`config.mk`:
```
export PLATFORM = sky130hd
export DESIGN_NAME = portalTop
export DESIGN_NICKNAME = d
export VERILOG_FILES = /design/src/verilog/portalPkg.sv /design/src/verilog/echoCore.sv /design/src/verilog/portalCtrlRegs.sv /design/src/verilog/portalFifo.sv /design/src/verilog/portalTop.sv /design/src/verilog/wbPortalBridge.sv
export SDC_FILE = /design/constraint.sdc
export NUM_CORES = 1
export LEC_CHECK = 0
export BUFFER_PORTS_ARGS = -buffer_cell sky130_fd_sc_hd__buf_4
export CORE_UTILIZATION = 53
export DETAILED_ROUTE_END_ITERATION = 8
export PLACE_DENSITY = 0.76
export SLEW_MARGIN = 30
export SYNTH_ARGS = -nofsm -noshare
export SYNTH_HDL_FRONTEND = slang
export SYNTH_SLANG_ARGS = --single-unit
export TNS_END_PERCENT = 30
```
`constraint.sdc`:
```
create_clock -name CLK -period 3.1 [get_ports CLK]
set_clock_uncertainty 0.15 [all_clocks]
set_input_delay 0.155 -clock CLK [delete_from_list [all_inputs] [get_ports CLK]]
set_output_delay 0.155 -clock CLK [all_outputs]
set_load 0.005 [all_outputs]
```
`src/verilog/portalPkg.sv`:
```
package portalPkg;

  localparam int dataWidth = 32;
  localparam int addrWidth = 13;
  localparam int fifoDepth = 4;

  typedef logic [1:0] methodT;

  // ----------------------------------------------------------------------
  // Control page offsets.
  // ----------------------------------------------------------------------
  localparam logic [4:0] offIntrStatus    = 5'h00;
  localparam logic [4:0] offIntrEnable    = 5'h04;
  localparam logic [4:0] offVersion       = 5'h08;
  localparam logic [4:0] offChannelStatus = 5'h0C;
  localparam logic [4:0] offPortalId      = 5'h10;
  localparam logic [4:0] offPortalCount   = 5'h14;
  localparam logic [4:0] offReservedA     = 5'h18;
  localparam logic [4:0] offReservedB     = 5'h1C;

  // Method page offsets.
  localparam logic [4:0] offMethodData   = 5'h00;
  localparam logic [4:0] offMethodStatus = 5'h04;

  localparam logic [dataWidth-1:0] idIndication = 32'd5;
  localparam logic [dataWidth-1:0] idRequest    = 32'd6;
  localparam logic [dataWidth-1:0] portalCount  = 32'd2;
  localparam logic [dataWidth-1:0] versionWord  = 32'd1;
  localparam logic [dataWidth-1:0] unusedMarker = 32'h005A05A0;

  // One portal address, read as a control register or as a method word.
  typedef union packed {
    struct packed {
      logic                   portalSel;
      logic [addrWidth-7:0]   region;
      logic [4:0]             regOffset;
    } ctrlView;
    struct packed {
      logic                   portalSel;
      logic [addrWidth-9:0]   pad;
      methodT                 methodSel;
      logic [4:0]             wordOffset;
    } methodView;
  } portalAddrT;

endpackage

```
`src/verilog/echoCore.sv`:
```
`timescale 1ns/1ps

module echoCore #(
  parameter int fifoDepth = portalPkg::fifoDepth
) (
  input  logic                            CLK,
  input  logic                            RST_N,
  input  logic                            reqValid,
  input  portalPkg::methodT               reqMethod,
  input  logic [portalPkg::dataWidth-1:0] reqData,
  output logic                            reqReady,
  input  logic                            indPop,
  output logic [portalPkg::dataWidth-1:0] indData,
  output logic                            indValid
);
  import portalPkg::*;

  logic [dataWidth-1:0] echoWord;
  logic                 queueFull;
  logic                 accept;

  // ----------------------------------------------------------------------
  // Request side.
  // ----------------------------------------------------------------------
  assign reqReady = !queueFull;
  assign accept   = reqValid && !queueFull;

  // Indication word is the request word plus its method number.
  assign echoWord = reqData + dataWidth'(reqMethod);

  // ----------------------------------------------------------------------
  // Indication queue.
  // ----------------------------------------------------------------------
  portalFifo #(
    .width (dataWidth),
    .depth (fifoDepth)
  ) indQueue_i (
    .CLK      (CLK),
    .RST_N    (RST_N),
    .push     (accept),
    .pushData (echoWord),
    .pop      (indPop),
    .popData  (indData),
    .full     (queueFull),
    .notEmpty (indValid)
  );

endmodule

```
`src/verilog/portalCtrlRegs.sv`:
```
`timescale 1ns/1ps

module portalCtrlRegs (
  input  logic                            CLK,
  input  logic                            RST_N,
  input  logic                            ctrlSel,
  input  logic [4:0]                      ctrlOffset,
  input  logic                            ctrlWrite,
  input  logic [portalPkg::dataWidth-1:0] ctrlWdata,
  output logic [portalPkg::dataWidth-1:0] ctrlRdata,
  input  logic                            indPending,
  output logic                            irq
);
  import portalPkg::*;

  logic                 indIntrEn;
  logic                 reqIntrEn;
  logic                 pending;
  logic [dataWidth-1:0] chanMask;

  // ----------------------------------------------------------------------
  // Interrupt enables, one per portal.
  // ----------------------------------------------------------------------
  always_ff @(posedge CLK) begin
    if (!RST_N) begin
      indIntrEn <= 1'b0;
      reqIntrEn <= 1'b0;
    end else if (ctrlWrite && ctrlOffset == offIntrEnable) begin
      if (ctrlSel) begin
        reqIntrEn <= ctrlWdata[0];
      end else begin
        indIntrEn <= ctrlWdata[0];
      end
    end
  end

  // Only the indication portal has an interrupt source.
  assign pending = ctrlSel ? 1'b0 : indPending;

  always_comb begin
    chanMask    = '0;
    chanMask[0] = pending;
  end

  assign irq = indPending && indIntrEn;

  // ----------------------------------------------------------------------
  // Control page read.
  // ----------------------------------------------------------------------
  always_comb begin
    case (ctrlOffset)
      offIntrStatus:    ctrlRdata = dataWidth'(chanMask != '0);
      offIntrEnable:    ctrlRdata = dataWidth'(ctrlSel ? reqIntrEn : indIntrEn);
      offVersion:       ctrlRdata = versionWord;
      offChannelStatus: ctrlRdata = chanMask;
      offPortalId:      ctrlRdata = ctrlSel ? idRequest : idIndication;
      offPortalCount:   ctrlRdata = portalCount;
      offReservedA:     ctrlRdata = '0;
      offReservedB:     ctrlRdata = '0;
      default:          ctrlRdata = unusedMarker;
    endcase
  end

endmodule

```
`src/verilog/portalFifo.sv`:
```
`timescale 1ns/1ps

module portalFifo #(
  parameter int width = portalPkg::dataWidth,
  parameter int depth = portalPkg::fifoDepth
) (
  input  logic             CLK,
  input  logic             RST_N,
  input  logic             push,
  input  logic [width-1:0] pushData,
  input  logic             pop,
  output logic [width-1:0] popData,
  output logic             full,
  output logic             notEmpty
);

  localparam int ptrWidth = (depth > 1) ? $clog2(depth) : 1;
  localparam int cntWidth = $clog2(depth + 1);

  logic [width-1:0]    mem [depth];
  logic [ptrWidth-1:0] rdPtr;
  logic [ptrWidth-1:0] wrPtr;
  logic [cntWidth-1:0] count;
  logic                doPush;
  logic                doPop;

  assign full     = (count == cntWidth'(depth));
  assign notEmpty = (count != '0);
  assign doPush   = push && !full;
  assign doPop    = pop && notEmpty;

  // Head of queue is always presented.
  assign popData = mem[rdPtr];

  always_ff @(posedge CLK) begin
    if (doPush) begin
      mem[wrPtr] <= pushData;
    end
  end

  always_ff @(posedge CLK) begin
    if (!RST_N) begin
      rdPtr <= '0;
      wrPtr <= '0;
      count <= '0;
    end else begin
      if (doPush) begin
        wrPtr <= (wrPtr == ptrWidth'(depth - 1)) ? '0 : wrPtr + ptrWidth'(1);
      end
      if (doPop) begin
        rdPtr <= (rdPtr == ptrWidth'(depth - 1)) ? '0 : rdPtr + ptrWidth'(1);
      end
      // Simultaneous push and pop leaves the occupancy unchanged.
      case ({doPush, doPop})
        2'b10:   count <= count + cntWidth'(1);
        2'b01:   count <= count - cntWidth'(1);
        default: count <= count;
      endcase
    end
  end

endmodule

```
`src/verilog/portalTop.sv`:
```
`timescale 1ns/1ps

module portalTop #(
  parameter int fifoDepth = portalPkg::fifoDepth
) (
  input  logic                            CLK,
  input  logic                            RST_N,
  input  logic                            wbCyc,
  input  logic                            wbStb,
  input  logic                            wbWe,
  input  portalPkg::portalAddrT           wbAdr,
  input  logic [portalPkg::dataWidth-1:0] wbDatW,
  output logic [portalPkg::dataWidth-1:0] wbDatR,
  output logic                            wbAck,
  output logic                            irq
);
  import portalPkg::*;

  logic                 ctrlSel;
  logic [4:0]           ctrlOffset;
  logic                 ctrlWrite;
  logic [dataWidth-1:0] ctrlWdata;
  logic [dataWidth-1:0] ctrlRdata;
  logic                 reqValid;
  methodT               reqMethod;
  logic [dataWidth-1:0] reqData;
  logic                 reqReady;
  logic                 indPop;
  logic [dataWidth-1:0] indData;
  logic                 indValid;

  wbPortalBridge bridge_i (
    .CLK        (CLK),
    .RST_N      (RST_N),
    .wbCyc      (wbCyc),
    .wbStb      (wbStb),
    .wbWe       (wbWe),
    .wbAdr      (wbAdr),
    .wbDatW     (wbDatW),
    .wbDatR     (wbDatR),
    .wbAck      (wbAck),
    .ctrlSel    (ctrlSel),
    .ctrlOffset (ctrlOffset),
    .ctrlWrite  (ctrlWrite),
    .ctrlWdata  (ctrlWdata),
    .ctrlRdata  (ctrlRdata),
    .reqValid   (reqValid),
    .reqMethod  (reqMethod),
    .reqData    (reqData),
    .reqReady   (reqReady),
    .indPop     (indPop),
    .indData    (indData),
    .indValid   (indValid)
  );

  portalCtrlRegs ctrlRegs_i (
    .CLK        (CLK),
    .RST_N      (RST_N),
    .ctrlSel    (ctrlSel),
    .ctrlOffset (ctrlOffset),
    .ctrlWrite  (ctrlWrite),
    .ctrlWdata  (ctrlWdata),
    .ctrlRdata  (ctrlRdata),
    .indPending (indValid),
    .irq        (irq)
  );

  echoCore #(
    .fifoDepth (fifoDepth)
  ) core_i (
    .CLK       (CLK),
    .RST_N     (RST_N),
    .reqValid  (reqValid),
    .reqMethod (reqMethod),
    .reqData   (reqData),
    .reqReady  (reqReady),
    .indPop    (indPop),
    .indData   (indData),
    .indValid  (indValid)
  );

endmodule

```
`src/verilog/wbPortalBridge.sv`:
```
`timescale 1ns/1ps

module wbPortalBridge (
  input  logic                            CLK,
  input  logic                            RST_N,
  input  logic                            wbCyc,
  input  logic                            wbStb,
  input  logic                            wbWe,
  input  portalPkg::portalAddrT           wbAdr,
  input  logic [portalPkg::dataWidth-1:0] wbDatW,
  output logic [portalPkg::dataWidth-1:0] wbDatR,
  output logic                            wbAck,
  output logic                            ctrlSel,
  output logic [4:0]                      ctrlOffset,
  output logic                            ctrlWrite,
  output logic [portalPkg::dataWidth-1:0] ctrlWdata,
  input  logic [portalPkg::dataWidth-1:0] ctrlRdata,
  output logic                            reqValid,
  output portalPkg::methodT               reqMethod,
  output logic [portalPkg::dataWidth-1:0] reqData,
  input  logic                            reqReady,
  output logic                            indPop,
  input  logic [portalPkg::dataWidth-1:0] indData,
  input  logic                            indValid
);
  import portalPkg::*;

  logic                 isCtrl;
  logic                 isReqPortal;
  logic                 isDataWord;
  logic                 isStatusWord;
  logic                 pushAcc;
  logic                 popAcc;
  logic                 canServe;
  logic                 fire;
  logic [dataWidth-1:0] rdWord;

  // ----------------------------------------------------------------------
  // Address decode.
  // ----------------------------------------------------------------------
  assign isCtrl       = (wbAdr.ctrlView.region == '0);
  assign isReqPortal  = wbAdr.ctrlView.portalSel;
  assign isDataWord   = (wbAdr.methodView.wordOffset == offMethodData);
  assign isStatusWord = (wbAdr.methodView.wordOffset == offMethodStatus);

  assign pushAcc = !isCtrl && isReqPortal && wbWe && isDataWord;
  assign popAcc  = !isCtrl && !isReqPortal && !wbWe && isDataWord;

  // Data accesses wait for room or for a queued word.
  assign canServe = pushAcc ? reqReady : (popAcc ? indValid : 1'b1);
  assign fire     = wbCyc && wbStb && !wbAck && canServe;

  // Side effects land on the edge that raises the ack.
  assign ctrlSel    = isReqPortal;
  assign ctrlOffset = wbAdr.ctrlView.regOffset;
  assign ctrlWdata  = wbDatW;
  assign ctrlWrite  = fire && isCtrl && wbWe;
  assign reqValid   = fire && pushAcc;
  assign reqMethod  = wbAdr.methodView.methodSel;
  assign reqData    = wbDatW;
  assign indPop     = fire && popAcc;

  always_comb begin
    if (isCtrl) begin
      rdWord = ctrlRdata;
    end else if (popAcc) begin
      rdWord = indData;
    end else if (isStatusWord) begin
      rdWord = dataWidth'(isReqPortal ? reqReady : indValid);
    end else begin
      rdWord = '0;
    end
  end

  // ----------------------------------------------------------------------
  // Registered ack and read data.
  // ----------------------------------------------------------------------
  always_ff @(posedge CLK) begin
    if (!RST_N) begin
      wbAck <= 1'b0;
    end else begin
      wbAck <= fire;
    end
  end

  always_ff @(posedge CLK) begin
    if (fire) begin
      wbDatR <= rdWord;
    end
  end

endmodule

```
==> metrics.txt <==
status=completed; largest family of logic cells by synthesized area=simple AND/OR/NAND/NOR gates; # rows=42; DIE AREA=14,350 sq um; Hold WC Path Type=input port to flop; Primary FF master, synth=edfxtp_1; mapped cell area=7353 sq um; Setup crit end kind=flop; Setup WS post-layout=0.2703 ns; dpl hpwl=8987 um; initial antenna violation count=0; number of synthesized flops with an enable pin=160; max-slew violation count=0; Post-synth ARST share=0%; TritonCTS clock tree=yes; post-cts resize count=0; Tmin final=2.830 ns; compound-gate portion of the synthesized area=1.838%; Simple-Gate Fraction of Synth Area=11.37%; worst skew pair latency=0.42 ns; Initial Util=54.87%; RSZ-0062 raised after global routing=false; Critical Path AT=3.04 ns; drt total wl=15,090 um; Synth Area in XOR/XNOR=3.931%; PwrDens=551.4 nW/um^2; CTS buffer count=17; Least-Margin Pin Slew=0.6778 ns; Via density=5.687; wire per inst=19.70 um; GRT overflow=0; die span in x=119.8 um; multiplexer area fraction after synthesis=10.35%; DRT Pass-1 Iters=4; global-route wire length before repair=23,880 um; Hold Buf Count CTS=28; Setup TNS=0 ns; final net count=637; Antenna Diode Count=0; Mapped Nets=515; CP max FO=5; hold slack=0.01486 ns; clock-pin slew on the worst setup and hold paths=0.06 ns; Max clock buf depth=2; CTS root buffer=clkbuf_16; Max-Cap Viols=0; crit share post-route=91.28%; Syn-to-layout area delta=25.23%; Post-CTS Setup Bufs=0; die height=119.8 um; Syn Area/Cell=16.16 sq um; critical path startpoint category=input port; DR iter-0 viols=332; slew margin rel.=54.81%; drt drc=0; core box area=13,400 sq um; Max VDD drop=0.0004091 V; final core occ=68.72%; vias in the first global route=4,523; Yosys reg bits=172; final hold vios=0; via count=4,356; Yosys cell types=43; layout cells sized above 1=27.97%; Seq/Total Area, Yosys=68.61%; Pleak=3.226 nW; clock sink count=172; Max Clk Rate=353.4 MHz; post-place setup slack=0.1260 ns; IO Port Bufs=83; Cells after Synth=455; synth warn=0; largest net degree at the start of global routing=33; adder-cell area share of the yosys netlist=1.906%; Overall Power=5.078 mW; Final setup viols=0; htree depth=4; Antenna Nets Post-Route=0; Ports=84; Final Wtd Congestion=0.8773; WP data required=3.31 ns; GRT Total Usage=22.81%; Crit Path Class=input port to flop
==> stage by stage <==
| step | area [sq um] | instances |
|---|---|---|
| final | 9209 | 766 |
| after global routing | 9209 | 766 |
| after CTS | 9209 | 766 |
| after detailed placement | 8297 | 706 |
| after global placement | 8297 | 706 |
| after floorplan | 7353 | 455 |
==> worst paths after layout <==
check	end	slack [ns]	start	cells after the start
worst max-delay path	core_i.indQueue_i.count[2]	0.27	wbAdr[5]	12
worst min register to register	ctrlRegs_i.reqIntrEn	0.33	ctrlRegs_i.reqIntrEn	2
worst min-delay path	bridge_i.wbDatR[1]	0.01	wbAdr[2]	3
worst max register to register	core_i.indQueue_i.count[2]	0.68	core_i.indQueue_i.count[2]	8
==> synthesized netlist by cell type, types with 2 or more instances <==
cell      number  share of area [%]
inv_1         17               0.87
buf_2          7               0.48
edfxtp_1     160                 65
nor2b_1        2               0.17
nand2_1       30                1.5
a21oi_1        8               0.54
nand4b_1       2               0.24
clkbuf_1      13               0.66
nor3_1         8               0.54
mux4_2        32                9.8
o21ai_0        4               0.27
and2_1         5               0.43
or3b_1         2               0.24
or3_1          4               0.34
o21ai_1        2               0.14
nor2_1        10               0.51
xor2_1        19                2.3
nand3_1       22                1.5
dfxtp_1       12                3.3
mux2i_1        4               0.54
and4_1         5               0.60
nand4_1        9               0.77
xnor2_1       14                1.7
and3_1        23                2.0
nand3b_1       2               0.20
ha_1           8                1.4
or2_2          2               0.17
nor3b_1        2               0.20
fa_1           2               0.54
nor4_1        12                1.0
==> registers in the layout, summed over array words and instances (netlist names), named ones only <==
name	flops
bridge_i.wbAck	1
bridge_i.wbDatR	32
core_i.indQueue_i.count	3
core_i.indQueue_i.mem	128
core_i.indQueue_i.rdPtr	2
core_i.indQueue_i.wrPtr	2
ctrlRegs_i.indIntrEn	1
ctrlRegs_i.reqIntrEn	1
==> cells by family (layout without fill, tap and decap cells) <==
group           Yosys count  in the layout
compound gates           21             21
xor+xnor                 33             33
fa+ha+maj                10             10
buf+inv                  37            172
flops                   172            172
mux                      36             36
simple gates            146            146
==> where the power goes <==
group	switching (mW)	internal (mW)
Sequential	0.00634	2.56
Combinational	0.130	0.121
Clock	0.835	1.43
Total	0.971	4.11
==> cell usage in the layout, fill, tap and decap left out, types with 5 or more instances in the layout <==
cell type	instances
buf_12	6
and3_1	23
nand3_1	22
inv_1	17
a21oi_1	8
nand2_1	30
nor2_1	9
nor4_1	12
edfxtp_1	160
xnor2_1	14
bufinv_16	5
xor2_1	19
ha_1	8
nor3_1	8
clkbuf_16	17
dfxtp_1	11
buf_4	89
nand4_1	9
mux4_2	32
dlygate4sd3_1	28
and4_1	5
and2_1	5
==> layer usage <==
metal / global-route usage (%) / wire [um] / vias to the layer above
met5: 0 / 0 / -
met4: 7.266 / 177 / 0
met3: 4.563 / 759 / 13
met2: 38.95 / 7782 / 149
met1: 29.44 / 6370 / 2174
li1: - / - / 2020
==> area by class of cell <==
class                   instances  area (sq um)
inverters                      17         63.81
multi-input cells             246          2178
repair buffers                123          1069
clock inverters                12         195.2
fillers                       896          4192
flip-flops and latches        172          5046
clock buffers                  20         436.7
well taps                     176         220.2
==> critical path, stage by stage <==
cell,delay [ns]
dlygate4sd3_1,0.53
buf_4,0.14
nor4_2,0.53
a211oi_4,0.17
and4_1,0.22
inv_1,0.06
ha_1,0.17
inv_1,0.06
fa_1,0.37
xor2_1,0.16
or3_1,0.31
a21oi_1,0.14
No activity file was read; power rests on OpenSTA's default activity.
